$ cat config.mk
export PLATFORM = sky130hd
export DESIGN_NAME = coreTop
export DESIGN_NICKNAME = d
export VERILOG_FILES = /design/src/isaPkg.sv /design/src/ctrlPkg.sv /design/src/instrDecoder.sv /design/src/regFile.sv /design/src/decode.sv /design/src/execute.sv /design/src/coreTop.sv
export SDC_FILE = /design/constraint.sdc
export NUM_CORES = 1
export LEC_CHECK = 0
export BUFFER_PORTS_ARGS = -buffer_cell sky130_fd_sc_hd__buf_2
export CORE_MARGIN = 5
export CORE_UTILIZATION = 35
export CTS_CLUSTER_SIZE = 40
export DETAILED_ROUTE_END_ITERATION = 16
export PLACE_DENSITY_LB_ADDON = 0.2
export SLEW_MARGIN = 20
export SYNTH_ARGS = -nofsm -noshare
export SYNTH_HDL_FRONTEND = slang
export SYNTH_SLANG_ARGS = --single-unit
$ cat constraint.sdc
create_clock -name clk -period 6.4 [get_ports clk]
set_input_delay 1.28 -clock clk [delete_from_list [all_inputs] [get_ports clk]]
set_output_delay 1.28 -clock clk [all_outputs]
set_load 0.05 [all_outputs]
$ cat src/isaPkg.sv
// ISA widths, opcode and ext codes, link register and the instruction word union
package isaPkg;

    localparam int dataW    = 16;                 // Datapath width
    localparam int regAddrW = 3;                  // Eight registers
    localparam int numRegs  = 1 << regAddrW;
    localparam int opW      = 5;                  // Opcode field
    localparam int extW     = 2;                  // R-format function bits
    localparam int imm5W    = 5;                  // I-format 1 immediate
    localparam int imm8W    = 8;                  // I-format 2 immediate
    localparam int dispW    = 11;                 // J-format displacement

    localparam logic [opW-1:0] opAlu   = 5'b11011; // R-format group
    localparam logic [opW-1:0] opAddi  = 5'b01000;
    localparam logic [opW-1:0] opSubi  = 5'b01001;
    localparam logic [opW-1:0] opXori  = 5'b01010;
    localparam logic [opW-1:0] opAndni = 5'b01011;
    localparam logic [opW-1:0] opLbi   = 5'b11000;
    localparam logic [opW-1:0] opJal   = 5'b00110;
    localparam logic [opW-1:0] opJalr  = 5'b00111;

    localparam logic [extW-1:0] extAdd  = 2'b00;
    localparam logic [extW-1:0] extSub  = 2'b01;  // Rt minus Rs
    localparam logic [extW-1:0] extXor  = 2'b10;
    localparam logic [extW-1:0] extAndn = 2'b11;

    localparam logic [regAddrW-1:0] linkReg = 3'd7; // JAL and JALR destination

    typedef struct packed {
        logic [opW-1:0]   opcode;
        logic [dispW-1:0] disp;
    } jFmtT;

    typedef struct packed {
        logic [opW-1:0]      opcode;
        logic [regAddrW-1:0] rs;
        logic [regAddrW-1:0] rd;                  // Destination sits in 7..5 here
        logic [imm5W-1:0]    imm;
    } i1FmtT;

    typedef struct packed {
        logic [opW-1:0]      opcode;
        logic [regAddrW-1:0] rs;
        logic [imm8W-1:0]    imm;
    } i2FmtT;

    typedef struct packed {
        logic [opW-1:0]      opcode;
        logic [regAddrW-1:0] rs;
        logic [regAddrW-1:0] rt;
        logic [regAddrW-1:0] rd;
        logic [extW-1:0]     ext;
    } rFmtT;

    // Same 16 bits seen through each format
    typedef union packed {
        jFmtT  jFmt;
        i1FmtT i1Fmt;
        i2FmtT i2Fmt;
        rFmtT  rFmt;
    } instrWord;

endpackage

$ cat src/ctrlPkg.sv
// ALU operation codes and immediate select codes for the control signals
package ctrlPkg;

    localparam int aluOpW  = 3;
    localparam int immSelW = 2;

    localparam logic [aluOpW-1:0] aluAdd     = 3'd0;
    localparam logic [aluOpW-1:0] aluSubRev  = 3'd1; // Second operand minus first
    localparam logic [aluOpW-1:0] aluXor     = 3'd2;
    localparam logic [aluOpW-1:0] aluAndn    = 3'd3; // First and not second
    localparam logic [aluOpW-1:0] aluPassImm = 3'd4; // LBI

    localparam logic [immSelW-1:0] immI1Sext = 2'd0;
    localparam logic [immSelW-1:0] immI1Zext = 2'd1;
    localparam logic [immSelW-1:0] immI2Sext = 2'd2;

endpackage

$ cat src/instrDecoder.sv
// Control unit mapping opcode and ext bits to the decode and execute controls
`timescale 1ns/1ps

module instrDecoder (
    input  logic [isaPkg::opW-1:0]      opcode,
    input  logic [isaPkg::extW-1:0]     ext,
    output logic                        regDst,   // Destination is R-format Rd
    output logic                        i1Sel,    // I-format 1, Rd in 7..5 and imm operand
    output logic                        link,     // Write pc to R7
    output logic                        writeEn,
    output logic                        jump,
    output logic                        jumpReg,  // Target based on Rs
    output logic                        illegal,
    output logic [ctrlPkg::aluOpW-1:0]  aluOp,
    output logic [ctrlPkg::immSelW-1:0] immSel
);

    always_comb begin
        regDst  = 1'b0;                           // Defaults for an illegal word
        i1Sel   = 1'b0;
        link    = 1'b0;
        writeEn = 1'b0;
        jump    = 1'b0;
        jumpReg = 1'b0;
        illegal = 1'b0;
        aluOp   = ctrlPkg::aluAdd;
        immSel  = ctrlPkg::immI1Sext;

        case (opcode)
            isaPkg::opAlu: begin
                regDst  = 1'b1;
                writeEn = 1'b1;
                case (ext)                        // All four ext codes are used
                    isaPkg::extAdd: aluOp = ctrlPkg::aluAdd;
                    isaPkg::extSub: aluOp = ctrlPkg::aluSubRev;
                    isaPkg::extXor: aluOp = ctrlPkg::aluXor;
                    isaPkg::extAndn: aluOp = ctrlPkg::aluAndn;
                    default: aluOp = ctrlPkg::aluAdd;
                endcase
            end
            isaPkg::opAddi, isaPkg::opSubi, isaPkg::opXori, isaPkg::opAndni: begin
                i1Sel   = 1'b1;
                writeEn = 1'b1;
                case (opcode)
                    isaPkg::opSubi: aluOp = ctrlPkg::aluSubRev; // Imm minus Rs
                    isaPkg::opXori: aluOp = ctrlPkg::aluXor;
                    isaPkg::opAndni: aluOp = ctrlPkg::aluAndn;
                    default: aluOp = ctrlPkg::aluAdd;
                endcase
                // Logical ops take the zero-extended immediate
                if (opcode == isaPkg::opXori || opcode == isaPkg::opAndni) begin
                    immSel = ctrlPkg::immI1Zext;
                end
            end
            isaPkg::opLbi: begin
                writeEn = 1'b1;                   // Writes Rs
                aluOp   = ctrlPkg::aluPassImm;
                immSel  = ctrlPkg::immI2Sext;
            end
            isaPkg::opJal: begin
                link    = 1'b1;
                writeEn = 1'b1;
                jump    = 1'b1;
            end
            isaPkg::opJalr: begin
                link    = 1'b1;
                writeEn = 1'b1;
                jump    = 1'b1;
                jumpReg = 1'b1;
                immSel  = ctrlPkg::immI2Sext;
            end
            default: illegal = 1'b1;              // No write for unknown codes
        endcase
    end

endmodule

$ cat src/regFile.sv
// Eight by 16-bit register file with same-cycle write to read bypass
`timescale 1ns/1ps

module regFile (
    input  logic                        clk,
    input  logic                        rstN,
    input  logic [isaPkg::regAddrW-1:0] rdSel1,
    input  logic [isaPkg::regAddrW-1:0] rdSel2,
    output logic [isaPkg::dataW-1:0]    rdData1,
    output logic [isaPkg::dataW-1:0]    rdData2,
    input  logic                        wrEn,
    input  logic [isaPkg::regAddrW-1:0] wrSel,
    input  logic [isaPkg::dataW-1:0]    wrData
);

    logic [isaPkg::dataW-1:0] regs [isaPkg::numRegs];

    always_ff @(posedge clk) begin
        if (!rstN) begin
            for (int i = 0; i < isaPkg::numRegs; i++) begin
                regs[i] <= '0;                    // All registers read zero after reset
            end
        end else if (wrEn) begin
            regs[wrSel] <= wrData;
        end
    end

    // Bypass so a reader in the writeback cycle sees the new value
    assign rdData1 = (wrEn && wrSel == rdSel1) ? wrData : regs[rdSel1];
    assign rdData2 = (wrEn && wrSel == rdSel2) ? wrData : regs[rdSel2];

endmodule

$ cat src/decode.sv
// Decode stage with field extraction, destination select, immediate build and stage register
`timescale 1ns/1ps

module decode (
    input  logic                        clk,
    input  logic                        rstN,
    input  logic                        inValid,
    output logic                        inReady,
    input  isaPkg::instrWord            inInstr,
    input  logic [isaPkg::dataW-1:0]    inPc,      // Next-instruction pc
    input  logic                        regDst,
    input  logic                        i1Sel,
    input  logic                        link,
    input  logic                        writeEn,
    input  logic                        jump,
    input  logic                        jumpReg,
    input  logic                        illegal,
    input  logic [ctrlPkg::aluOpW-1:0]  aluOp,
    input  logic [ctrlPkg::immSelW-1:0] immSel,
    output logic [isaPkg::opW-1:0]      opcode,
    output logic [isaPkg::extW-1:0]     ext,
    output logic                        dValid,
    input  logic                        dReady,
    output logic [isaPkg::dataW-1:0]    dOpA,
    output logic [isaPkg::dataW-1:0]    dOpB,
    output logic [isaPkg::dataW-1:0]    dImm,
    output logic [isaPkg::dataW-1:0]    dDisp,
    output logic [isaPkg::dataW-1:0]    dPc,
    output logic [isaPkg::regAddrW-1:0] dDest,
    output logic [ctrlPkg::aluOpW-1:0]  dAluOp,
    output logic                        dWrite,
    output logic                        dLink,
    output logic                        dJump,
    output logic                        dJumpReg,
    output logic                        dErr,
    input  logic                        wbEn,
    input  logic [isaPkg::regAddrW-1:0] wbReg,
    input  logic [isaPkg::dataW-1:0]    wbData
);

    logic [isaPkg::dataW-1:0]    rdData1;         // Rs
    logic [isaPkg::dataW-1:0]    rdData2;         // Rt
    logic [isaPkg::dataW-1:0]    immVal;
    logic [isaPkg::dataW-1:0]    dispVal;
    logic [isaPkg::regAddrW-1:0] destSel;
    logic                        inFire;

    assign opcode  = inInstr.rFmt.opcode;
    assign ext     = inInstr.rFmt.ext;
    assign inReady = !dValid || dReady;           // Free or draining this cycle
    assign inFire  = inValid && inReady;

    regFile uRegFile (
        .clk     (clk),
        .rstN    (rstN),
        .rdSel1  (inInstr.rFmt.rs),
        .rdSel2  (inInstr.rFmt.rt),
        .rdData1 (rdData1),
        .rdData2 (rdData2),
        .wrEn    (wbEn),
        .wrSel   (wbReg),
        .wrData  (wbData)
    );

    always_comb begin
        case (immSel)
            ctrlPkg::immI1Zext: immVal = {{(isaPkg::dataW-isaPkg::imm5W){1'b0}},
                                          inInstr.i1Fmt.imm};
            ctrlPkg::immI2Sext: immVal = {{(isaPkg::dataW-isaPkg::imm8W){inInstr.i2Fmt.imm[7]}},
                                          inInstr.i2Fmt.imm};
            default: immVal = {{(isaPkg::dataW-isaPkg::imm5W){inInstr.i1Fmt.imm[4]}},
                               inInstr.i1Fmt.imm};
        endcase
    end

    // JALR offset from the I2 field, JAL from the J field
    assign dispVal = jumpReg ?
        {{(isaPkg::dataW-isaPkg::imm8W){inInstr.i2Fmt.imm[7]}}, inInstr.i2Fmt.imm} :
        {{(isaPkg::dataW-isaPkg::dispW){inInstr.jFmt.disp[10]}}, inInstr.jFmt.disp};

    assign destSel = link   ? isaPkg::linkReg :
                     regDst ? inInstr.rFmt.rd :
                     i1Sel  ? inInstr.i1Fmt.rd : inInstr.i2Fmt.rs; // LBI writes Rs

    always_ff @(posedge clk) begin
        if (!rstN) begin
            dValid   <= 1'b0;
            dOpA     <= '0;
            dOpB     <= '0;
            dImm     <= '0;
            dDisp    <= '0;
            dPc      <= '0;
            dDest    <= '0;
            dAluOp   <= '0;
            dWrite   <= 1'b0;
            dLink    <= 1'b0;
            dJump    <= 1'b0;
            dJumpReg <= 1'b0;
            dErr     <= 1'b0;
        end else begin
            if (inReady) begin
                dValid <= inValid;
            end
            if (inFire) begin
                dOpA     <= rdData1;
                dOpB     <= i1Sel ? immVal : rdData2; // I1 ops take the immediate
                dImm     <= immVal;
                dDisp    <= dispVal;
                dPc      <= inPc;
                dDest    <= destSel;
                dAluOp   <= aluOp;
                dWrite   <= writeEn;
                dLink    <= link;
                dJump    <= jump;
                dJumpReg <= jumpReg;
                dErr     <= illegal;
            end
        end
    end

endmodule

$ cat src/execute.sv
// Execute stage with ALU, link and jump target logic, result register and writeback
`timescale 1ns/1ps

module execute (
    input  logic                        clk,
    input  logic                        rstN,
    input  logic                        dValid,
    output logic                        dReady,
    input  logic [isaPkg::dataW-1:0]    dOpA,
    input  logic [isaPkg::dataW-1:0]    dOpB,
    input  logic [isaPkg::dataW-1:0]    dImm,
    input  logic [isaPkg::dataW-1:0]    dDisp,
    input  logic [isaPkg::dataW-1:0]    dPc,
    input  logic [isaPkg::regAddrW-1:0] dDest,
    input  logic [ctrlPkg::aluOpW-1:0]  dAluOp,
    input  logic                        dWrite,
    input  logic                        dLink,
    input  logic                        dJump,
    input  logic                        dJumpReg,
    input  logic                        dErr,
    output logic                        wbEn,
    output logic [isaPkg::regAddrW-1:0] wbReg,
    output logic [isaPkg::dataW-1:0]    wbData,
    output logic                        resValid,
    input  logic                        resReady,
    output logic [isaPkg::regAddrW-1:0] resReg,
    output logic [isaPkg::dataW-1:0]    resData,
    output logic                        resWrite,
    output logic                        resJump,
    output logic [isaPkg::dataW-1:0]    resTarget,
    output logic                        resErr
);

    logic [isaPkg::dataW-1:0] aluOut;
    logic [isaPkg::dataW-1:0] resultVal;
    logic [isaPkg::dataW-1:0] targetVal;
    logic                     dFire;

    assign dReady = !resValid || resReady;        // Result slot empty or leaving
    assign dFire  = dValid && dReady;

    always_comb begin
        case (dAluOp)
            ctrlPkg::aluAdd:     aluOut = dOpA + dOpB;
            ctrlPkg::aluSubRev:  aluOut = dOpB - dOpA; // Rt or imm minus Rs
            ctrlPkg::aluXor:     aluOut = dOpA ^ dOpB;
            ctrlPkg::aluAndn:    aluOut = dOpA & ~dOpB;
            ctrlPkg::aluPassImm: aluOut = dImm;
            default:             aluOut = '0;
        endcase
    end

    assign resultVal = dLink ? dPc : aluOut;      // Links save the return pc
    assign targetVal = dJumpReg ? (dOpA + dDisp) : (dPc + dDisp);

    // Register write happens on the same edge as the stage move
    assign wbEn   = dFire && dWrite && !dErr;
    assign wbReg  = dDest;
    assign wbData = resultVal;

    always_ff @(posedge clk) begin
        if (!rstN) begin
            resValid  <= 1'b0;
            resReg    <= '0;
            resData   <= '0;
            resWrite  <= 1'b0;
            resJump   <= 1'b0;
            resTarget <= '0;
            resErr    <= 1'b0;
        end else if (dFire) begin
            resValid  <= 1'b1;
            resReg    <= dDest;
            resData   <= resultVal;
            resWrite  <= dWrite && !dErr;
            resJump   <= dJump;
            resTarget <= dJump ? targetVal : '0; // Zero when not a jump
            resErr    <= dErr;
        end else if (resReady) begin
            resValid  <= 1'b0;                    // Slot drained
        end
    end

endmodule

$ cat src/coreTop.sv
// Top level joining the control unit, decode stage and execute stage
`timescale 1ns/1ps

module coreTop (
    input  logic                        clk,
    input  logic                        rstN,
    input  logic                        inValid,
    output logic                        inReady,
    input  logic [isaPkg::dataW-1:0]    inInstr,
    input  logic [isaPkg::dataW-1:0]    inPc,
    output logic                        resValid,
    input  logic                        resReady,
    output logic [isaPkg::regAddrW-1:0] resReg,
    output logic [isaPkg::dataW-1:0]    resData,
    output logic                        resWrite,
    output logic                        resJump,
    output logic [isaPkg::dataW-1:0]    resTarget,
    output logic                        resErr
);

    // Control from the word at the input
    logic [isaPkg::opW-1:0]      opcode;
    logic [isaPkg::extW-1:0]     ext;
    logic                        regDst, i1Sel, link, writeEn;
    logic                        jump, jumpReg, illegal;
    logic [ctrlPkg::aluOpW-1:0]  aluOp;
    logic [ctrlPkg::immSelW-1:0] immSel;

    // Decode to execute
    logic                        dValid, dReady;
    logic [isaPkg::dataW-1:0]    dOpA, dOpB, dImm, dDisp, dPc;
    logic [isaPkg::regAddrW-1:0] dDest;
    logic [ctrlPkg::aluOpW-1:0]  dAluOp;
    logic                        dWrite, dLink, dJump, dJumpReg, dErr;

    // Writeback into the register file
    logic                        wbEn;
    logic [isaPkg::regAddrW-1:0] wbReg;
    logic [isaPkg::dataW-1:0]    wbData;

    instrDecoder uInstrDecoder (.*);              // Names match the ports

    decode uDecode (.*);

    execute uExecute (.*);

endmodule

==> results of run 1 <==
-- cell usage after synthesis, types with 11 or more instances --
master    count  area, um2
nor2_1      185        694
nand2_1     147        552
edfxtp_1    128       3840
a21oi_1     115        576
dfxtp_1     112       2240
o21ai_0      81        405
clkbuf_1     76        285
mux4_2       64       1440
ha_1         48        601
a211oi_1     37        278
inv_1        32        120
nand3_1      30        150
nor2b_1      30        188
xnor2_1      24        210
mux2_2       18        203
nor3_1       18       90.1
mux2i_1      16        160
a31oi_1      15       93.8
buf_1        15       56.3
buf_2        14       70.1
xor2_1       12        105
a221oi_1     11       96.3
-- per-stage QoR --
step           setup WS [ps]  area [um2]  cells  hold WS (ps)  util [%]
6_report                2120       15500   1944           447      40.1
4_1_cts                 2150       15500   1943           453      40.1
5_1_grt                 1730       15500   1944           467      40.1
3_5_place_dp            2090       14500   1891           440      37.6
3_3_place_gp            2130       14500   1890           430      37.6
2_1_floorplan           2740       13700   1369           437         -
-- logic make-up after synthesis --
family                     count (synthesis)
and+or+nand+nor                          452
AOI/OAI and AO/OA                        354
buffers and inverters                    138
muxes                                     98
xor gates and xnor gates                  37
adders and majority gates                 50
DFF                                      240
-- final cells by class --
class                   count  area (um2)  area share [%]
multi-input cells         991        7050            45.5
well taps                 518         648            4.18
repair buffers            111         646            4.16
flip-flops and latches    240        6090            39.2
clock buffers              39         782            5.04
clock inverters            13         174            1.12
inverters                  32         120           0.775
-- worst max-delay path: cells and delay by family, from the launching register on --
kind,cells,cell delay (ps)
AO/OA/AOI/OAI,4,1480
multiplexers,1,910
AND/OR/NAND/NOR,3,730
flip-flops,1,410
adder cells (fa/ha/maj),1,310
XOR/XNOR,1,170
-- layer usage --
metal / share of wire (%) / track usage, % / up-vias
met5: 0.030 / 0 / -
met4: 1.5 / 3.78 / 2
met3: 6.6 / 3.08 / 48
met2: 47 / 31.9 / 403
met1: 45 / 27.6 / 5496
li1: - / - / 5144
-- final timing paths --
| check | startpoint | to | cells past startpoint |
|---|---|---|---|
| worst max-delay path | uDecode.dOpA[2] | uDecode.uRegFile.regs[6][14] | 10 |
| worst min-delay path | uExecute.resTarget[8] | uExecute.resTarget[8] | 2 |
| worst max register to register | uDecode.dOpA[2] | uDecode.uRegFile.regs[6][14] | 10 |
| worst min register to register | uExecute.resTarget[8] | uExecute.resTarget[8] | 2 |
-- registers in the layout, indices dropped and copies added (netlist names), 3 cells and up --
name and flops:
uDecode.dAluOp 3, uDecode.dDest 3, uDecode.dDisp 11, uDecode.dImm 3, uDecode.dOpA 16, uDecode.dOpB 16, uDecode.dPc 16, uDecode.uRegFile.regs 128
uExecute.resData 16, uExecute.resReg 3, uExecute.resTarget 16
-- layout by cell type, fill, tap and decap left out, types with 5 or more instances in the layout --
cell type	instances
clkbuf_1	7
nor3_1	18
a211oi_1	37
buf_2	75
nand3_1	30
ha_1	48
o221ai_1	5
nor3b_1	5
clkbuf_16	28
a221oi_1	11
xnor2_1	24
mux2i_1	16
a21oi_1	114
inv_1	31
o21a_1	9
o211ai_1	6
mux4_2	64
mux2_2	18
o21ai_0	81
a211o_1	10
a22oi_1	8
buf_4	35
xor2_1	12
dfxtp_1	112
nand2b_1	5
nor2b_1	29
nor2_1	184
a31oi_1	15
a21o_1	7
edfxtp_1	128
nand2_1	146
a2111oi_0	5
-- power groups by stage --
stage | Clock [uW] | Sequential (uW) | Combinational, uW
after floorplan | 0 | 1800 | 705
after global placement | 0 | 1790 | 1040
after detailed placement | 0 | 1790 | 1050
after CTS | 1700 | 1760 | 1060
after global routing | 1760 | 1770 | 1150
final | 1670 | 1760 | 1060
==> flow_metrics.tcl, run 1 <==
set metrics [dict create \
    cts_max_path_buffers 3 \
    rows 72 \
    syn_nets 1455 \
    grt_max_degree 65 \
    ant_nets 0 \
    grt_pass1_vias 10800 \
    syn_area_um2 13700 \
    wl_mm 43.4 \
    path_class "flop to flop" \
    rrSetupSlack_ps 2120 \
    ir_drop_mv 0.238 \
    clock_power_share_pct 37.1 \
    status "finished clean" \
    die_area_um2 43100 \
    synthMuxAreaShare_pct 13.2 \
    layout-drive-gt1-share_pct 18.2 \
    power_frac_comb_pct 23.7 \
    pwr-share-seq_pct 39.2 \
    grt_overflow 0 \
    p_sw_share_pct 32.3 \
    antenna_found_initial 1 \
    grtUsageTotal_pct 19.4 \
    ys_async_sr_fraction_pct 0 \
    die_w_um 208 \
    power_density_nw_per_um2 289 \
    fillers 3835 \
    yosys.area_share.simple_pct 14.6 \
    ys_types 71 \
    path_max_fanout 11 \
    crit_required_ps 6680 \
    coreArea_um2 38600 \
    synthXorXnorAreaFrac_pct 2.43 \
    finalSetupViolCount 0 \
    rsz0062_at_grt "no" \
    maxSlewHeadroom_pct 25.9 \
    worst-endpoint-arrival_ps 4560 \
    dr.pass1.iters 6 \
    htreeDepth 1 \
    slowest_stage "mux2i_1" \
    synth_seq_area_share_pct 44.6 \
    synthAdderAreaFrac_pct 4.69 \
    die_y_um 208 \
    post-route-period-util_pct 66.8 \
    root_buffer "clkbuf_16" \
    cts_hold_buf 0 \
    initial_core_util_pct 35.3 \
    avgSynthCellArea_um2 9.97 \
    cts-resized-gates 0 \
    hpwl_mm 29.2 \
    fin_nets 1490 \
    synthFlopType "edfxtp_1" \
    finalMaxSlewViolations 0 \
    drc 0 \
    synth_seq_cells 240 \
    wl_per_cell_um 22.3 \
    dr_total_vias 11100 \
    synthCells 1369 \
    n_antenna_cell 0 \
    cts_setup_buffers 0 \
    clock_skew_ps 37.2 \
    crit_chain "nor4_2 > nand2_1 > o21ai_0 > xor2_1 > ha_1 > a2111oi_0 > a21oi_1 > a41oi_1 > mux2i_1 > nor2_1" \
    fmax_mhz 234 \
    boundaryPins 76 \
    syn2layout_area_growth_pct 13.6 \
    cts_made_buffers 28 \
    fin_tns_setup_ps 0 \
    p_int_uw 3040 \
    vias_per_cell 5.71 \
    port_buffers 75 \
    tightest_slew_ps 1080 \
    start_kind "flop" \
    period_needed_ps 4280 \
    grt_pass1_wl_mm 66.2 \
    p_switching_uw 1450 \
    synth_edf_count 128 \
    leakage_uw 0.00579 \
    yosysWarnings 0 \
    path_clk_slew_ps 60 \
    cts_tree "built" \
    routabilityCongestion 0.884 \
    slowest_delay_ps 910 \
    drv_cap 0 \
    hold_violations 0 \
    power_uw 4490 \
    cts_sinks 240 \
    min_path_type "flop to flop" \
    synth-compound-area-share_pct 16.6 \
    drt_iter0_markers 963 \
    clk_latency_ps 590 \
    synth_top_family_by_area "compound AO/OA/AOI/OAI gates" \
    cp-end-kind "flop" \
]
Power figures use the tool's default switching activity.
==> inputs of run 2 (changes only) <==
ABC_AREA = 1   (was unset)
clock period = 4.35 ns   (was 6.4 ns; I/O delays follow)
==> run 2 against run 1 <==
Net effect: core utilization decreased by 0.21 points; routed wire length increased by 15%; power up 40%; die area rose by 2.6%; critical path depth increased by 13; sequential cell count is the same; non-clock buffer count up 2; final cell count up 27%; clock-buffer cell count up 6; combinational power up 25%; final area up 2.3%; worst hold slack better by 18 ps; critical path type unchanged.
==> flow_metrics.tcl, run 2 <==
set metrics [dict create \
    drt_iter0_markers 1052 \
    final_common_cell "nand2_1" \
    fin_nets 2009 \
    tightest_slew_ps 905 \
    slowest_delay_ps 360 \
    coreArea_um2 39700 \
    die_area_um2 44200 \
    fillers 4151 \
    n_antenna_cell 0 \
    vias_per_cell 5.37 \
    antenna_found_initial 0 \
    synth_top_area_cell "edfxtp_1" \
    wl_per_cell_um 20.2 \
    status "finished clean" \
    synthMuxAreaShare_pct 0 \
    syn_nets 1971 \
    synth_top_area_share_pct 27.4 \
    fin_tns_setup_ps 0 \
    ir_drop_mv 0.348 \
    crit_required_ps 4670 \
    rsz0062_at_grt "no" \
    start_kind "flop" \
    path_class "flop to flop" \
    leakage_uw 0.00662 \
    cts_sinks 240 \
    synth-compound-area-share_pct 20.7 \
    clock_skew_ps 19.2 \
    avgSynthCellArea_um2 7.44 \
    crit_family "simple AND/OR/NAND/NOR gates" \
    min_path_type "flop to flop" \
    wl_mm 50.0 \
    yosysMostFrequentCell "nand2_1" \
    dr_total_vias 13300 \
    drc 0 \
    post-route-period-util_pct 82.7 \
    hpwl_mm 34.9 \
    cts-resized-gates 0 \
    root_buffer "clkbuf_16" \
    period_needed_ps 3600 \
    yosys.area_share.simple_pct 22.0 \
    cts_max_path_buffers 3 \
    grt_pass1_wl_mm 75.2 \
    regMostFlops "uDecode.uRegFile.regs" \
    crit_chain "inv_1 > ha_1 > inv_1 > nor3_1 > nand3b_1 > nor3_1 > a21oi_1 > xnor2_1 > ha_1 > a21oi_1 > nand2_1 > nand2_1 > nand2_1 > inv_1 > nand2_1 > inv_1 > nand2_1 > nand3_1 > nand2_1 > nand2_1 > nand2_1 > inv_2 > nor2_1" \
    ant_nets 0 \
    cp_common_cell "nand2_1" \
    htreeDepth 1 \
    ys_types 47 \
    cts_made_buffers 29 \
    finalMaxSlewViolations 0 \
    final_cell_mix "nand2_1 (348), nor2_1 (251), o21ai_0 (219), a21oi_1 (198), inv_1 (155)" \
    synthCells 1885 \
    pre_cts_ws_ps 784 \
    cts_hold_buf 0 \
    power_density_nw_per_um2 397 \
    synth_seq_cells 240 \
    grt_max_degree 69 \
    cts_setup_buffers 0 \
    synth_seq_area_share_pct 43.4 \
    maxSlewHeadroom_pct 39.6 \
    synthTopCellsByArea "edfxtp_1 (27%), dfxtp_1 (16%), nand2_1 (9.3%), o21ai_0 (7.8%), a21oi_1 (7.1%)" \
    boundaryPins 76 \
    r2r_cells 23 \
    synth_edf_count 128 \
    die_w_um 210 \
    crit_cells 23 \
    finalSetupViolCount 0 \
    slowest_stage "ha_1" \
    hold_slack_ps 465 \
    largest_reg_flops 128 \
    ys_async_sr_fraction_pct 0 \
    layout-drive-gt1-share_pct 10.6 \
    rows 73 \
    grt_overflow 0 \
    clk_latency_ps 580 \
    hold_depth 2 \
    worst-path-buf-inv 5 \
    grt_pass1_vias 12600 \
    worst_slack_ps 754 \
    cts_tree "built" \
    dr.pass1.iters 7 \
    syn2layout_area_growth_pct 13.0 \
    yosysWarnings 0 \
    drv_cap 0 \
    initial_core_util_pct 35.3 \
    port_buffers 75 \
    yosys-top-cells-count "nand2_1 (349), nor2_1 (251), o21ai_0 (219)" \
    path_clk_slew_ps 60 \
    path_max_fanout 8 \
    synth_top_family_by_area "simple AND/OR/NAND/NOR gates" \
    cp-end-kind "flop" \
    routabilityCongestion 0.932 \
    die_y_um 210 \
    fmax_mhz 278 \
    syn_area_um2 14000 \
    synthXorXnorAreaFrac_pct 1.31 \
    synthAdderAreaFrac_pct 4.56 \
    hold_violations 0 \
    grtUsageTotal_pct 21.8 \
    worst-endpoint-arrival_ps 3920 \
    synthFlopType "edfxtp_1" \
]
## run 2: cell types whose count changed in the layout (fill, tap and decap cells not counted), sizes merged, moves of 18 or more
cell | before | now
inv | 34 | 183
nand2 | 147 | 359
o21ai | 81 | 248
nor2b | 30 | 0
nor2 | 185 | 256
mux4 | 64 | 0
a21oi | 116 | 198
mux2 | 18 | 0
a211oi | 37 | 8
nand3 | 30 | 106
## run 2: final timing paths
| kind | startpoint | to | slack [ps] |
|---|---|---|---|
| setup / recovery | uDecode.dOpA[0] | uDecode.uRegFile.regs[7][15] | 750 |
| hold / removal | uExecute.resTarget[12] | uExecute.resTarget[12] | 470 |
| setup reg to reg | uDecode.dOpA[0] | uDecode.uRegFile.regs[7][15] | 750 |
| hold reg to reg | uExecute.resTarget[12] | uExecute.resTarget[12] | 470 |
## run 2: final cells by class
cell class | count | area (um2) | area share, %
flip-flops and latches | 240 | 6090 | 38.4
well taps | 525 | 657 | 4.14
clock inverters | 8 | 114 | 0.718
inverters | 184 | 693 | 4.37
repair buffers | 113 | 686 | 4.32
multi-input cells | 1355 | 6810 | 42.9
clock buffers | 45 | 816 | 5.14
## run 2: metrics by stage
step | instances | instance area (um2) | total power [uW] | utilization (%)
after floorplan | 1885 | 14000 | 3490 | -
after global placement | 2417 | 14900 | 3920 | 37.6
after detailed placement | 2417 | 14900 | 3930 | 37.6
after CTS | 2470 | 15900 | 6340 | 39.9
after global routing | 2470 | 15900 | 6580 | 39.9
final | 2470 | 15900 | 6300 | 39.9
## run 2: cell families after synthesis
| kind of cell | Yosys count |
|---|---|
| AO/OA/AOI/OAI | 538 |
| XOR/XNOR | 21 |
| buffers and inverters | 290 |
| adder cells (fa/ha/maj) | 50 |
| flip-flops | 240 |
| AND/OR/NAND/NOR | 746 |
## run 2: worst min-delay path: stages (launching register included)
cell,delay [ps]
dfxtp_1,300
nand2_1,60
a21oi_1,60
## run 2: report_power, final
| group | leakage (uW) | internal [uW] | switching, uW |
|---|---|---|---|
| Sequential | 0.00224 | 2490 | 98.4 |
| Combinational | 0.00394 | 364 | 951 |
| Clock | 0.000445 | 1410 | 987 |
| Total | 0.00662 | 4260 | 2040 |
## run 2: per-layer routing
metal | vias to the layer above | global-route usage [%] | part of all wire, %
met1 | 6215 | 29.5 | 43
met5 | - | 0 | 0
met4 | 0 | 7.13 | 3.6
met2 | 484 | 36.1 | 46
met3 | 116 | 2.92 | 6.7
li1 | 6451 | - | -
==> inputs of run 3 (changes only) <==
clock period = 3.1 ns   (was 4.35 ns; I/O delays follow)
==> run 3 against run 2 <==
Net effect: die area stayed put; core utilization rose by 2.5 points; clock skew grew 7.2 ps; largest cell class unchanged; largest power group is now the clock network.
==> flow_metrics.tcl, run 3 (same netlist as run 2, synthesis figures left out) <==
set metrics [dict create \
    post-route-util_pct 42.4 \
    final_cell_mix "nand2_1 (331), nor2_1 (242), o21ai_0 (217), a21oi_1 (193), inv_1 (149)" \
    initial_core_util_pct 35.3 \
    crit_required_ps 3430 \
    grt_pass1_vias 12900 \
    syn2layout_area_growth_pct 20.1 \
    grtUsageTotal_pct 22.2 \
    path_clk_slew_ps 60 \
    cts_sinks 240 \
    cts_max_path_buffers 3 \
    period_needed_ps 3050 \
    regMostFlops "uDecode.uRegFile.regs" \
    tightest_slew_ps 811 \
    drc 0 \
    finalMaxSlewViolations 0 \
    post-route-period-util_pct 98.4 \
    fin_area_um2 16900 \
    die_area_um2 44200 \
    largest_reg_flops 128 \
    dr_total_vias 13700 \
    grt_pass1_wl_mm 77.1 \
    power_density_nw_per_um2 564 \
    path_class "flop to flop" \
    fin_nets 2074 \
    n_antenna_cell 0 \
    grt_max_degree 66 \
    cp-end-kind "flop" \
    root_buffer "clkbuf_16" \
    fmax_mhz 328 \
    rows 73 \
    maxSlewHeadroom_pct 46.0 \
    ir_drop_mv 0.485 \
    cts_hold_buf 0 \
    path_max_fanout 8 \
    clock_skew_ps 26.4 \
    port_buffers 75 \
    hpwl_mm 35.4 \
    die_y_um 210 \
    status "finished clean" \
    cts_made_buffers 28 \
    cts_tree "built" \
    antenna_found_initial 0 \
    start_kind "flop" \
    wl_mm 51.2 \
    min_path_type "input pin to flop" \
    coreArea_um2 39700 \
    boundaryPins 76 \
    ant_nets 0 \
    hold_violations 0 \
    place_area_um2 15500 \
    vias_per_cell 5.42 \
    drt_iter0_markers 1374 \
    drv_cap 0 \
    worst-endpoint-arrival_ps 3380 \
    final_common_cell "nand2_1" \
    htreeDepth 1 \
    layout-drive-gt1-share_pct 17.1 \
    rsz0062_at_grt "yes" \
    clk_latency_ps 590 \
    wl_per_cell_um 20.2 \
    dr.pass1.iters 6 \
    die_w_um 210 \
    routabilityCongestion 0.933 \
    leakage_uw 0.00705 \
    grt_overflow 0 \
    finalSetupViolCount 0 \
]
==> run 3: cell types whose count changed in the layout (fill, tap and decap cells not counted), moves of 8 or more <==
cell / before / now
buf_4: 36 / 92
clkbuf_1: 13 / 1
ha_1: 48 / 39
nand2_1: 348 / 331
nand2_2: 9 / 23
nor2_1: 251 / 242
nor2_2: 3 / 11
==> run 3: cell type report <==
cell class                      instances  area [um2]
Timing Repair inverter                  3        22.5
Fill cell                            4075       22900
Clock buffer                           37         837
Tap cell                              525         657
Sequential cell                       240        6090
Timing Repair Buffer                  176        1250
Multi-Input combinational cell       1355        7080
Clock inverter                         15         210
Inverter                              184         724
==> run 3: worst paths after layout <==
kind,slack [ps],startpoint,cells after the start,endpoint
setup / recovery,50,uDecode.dOpA[0],23,uDecode.uRegFile.regs[4][15]
hold / removal,300,inPc[0],3,uDecode.dPc[0]
setup reg to reg,50,uDecode.dOpA[0],23,uDecode.uRegFile.regs[4][15]
hold reg to reg,460,uExecute.resTarget[10],2,uExecute.resTarget[10]
==> run 3: per-stage QoR <==
| stage | instances | hold WS [ps] | worst slack (ps) | power, uW | setup TNS (ps) |
|---|---|---|---|---|---|
| after floorplan | 1885 | 439 | 174 | 4900 | 0 |
| after global placement | 2477 | 454 | -246 | 5670 | -8740 |
| after detailed placement | 2477 | 458 | -302 | 5690 | -11460 |
| after CTS | 2533 | 289 | 0.434 | 9410 | 0 |
| after global routing | 2535 | 321 | -187 | 9900 | -7500 |
| final | 2535 | 305 | 50.8 | 9510 | 0 |
==> run 3: metal layers <==
| layer | up-vias | GRT usage [%] | share of wire (%) |
|---|---|---|---|
| li1 | 6579 | - | - |
| met2 | 521 | 36.4 | 46 |
| met5 | - | 0 | 0 |
| met3 | 77 | 2.57 | 6.2 |
| met4 | 0 | 5.83 | 2.5 |
| met1 | 6557 | 31.2 | 45 |
==> run 3: what timing repair did <==
action	CTS	global route
cloned	1	2
pin swaps	8	4
buffers inserted	3	0
gates resized for setup	30	52
endpoints found under the setup margin	80	108
==> run 3: report_power, final <==
| group | total [uW] | switching (uW) | internal, uW | leakage [uW] |
|---|---|---|---|---|
| clock | 3660 | 1420 | 2240 | 0.000518 |
| combinational | 2230 | 1510 | 723 | 0.00430 |
| sequential | 3610 | 122 | 3490 | 0.00224 |
| total | 9510 | 3050 | 6460 | 0.00705 |
==> run 3: worst max-delay path, stage by stage (launching register included) <==
cell and delay (ps):
dfxtp_2 320, inv_2 70, ha_4 130, inv_2 40, nor3_4 110, nand3b_1 150
nor3_2 160, buf_4 140, a31oi_2 70, xnor2_1 140, ha_2 430, nand2_2 120
nor2_1 140, nand2_1 60, nand2_1 50, inv_1 30, nand2_1 70, nand2_1 60
nand3_1 70, nand2_1 50, nand2_1 110, nand2_2 100, inv_4 110, nor2_1 50
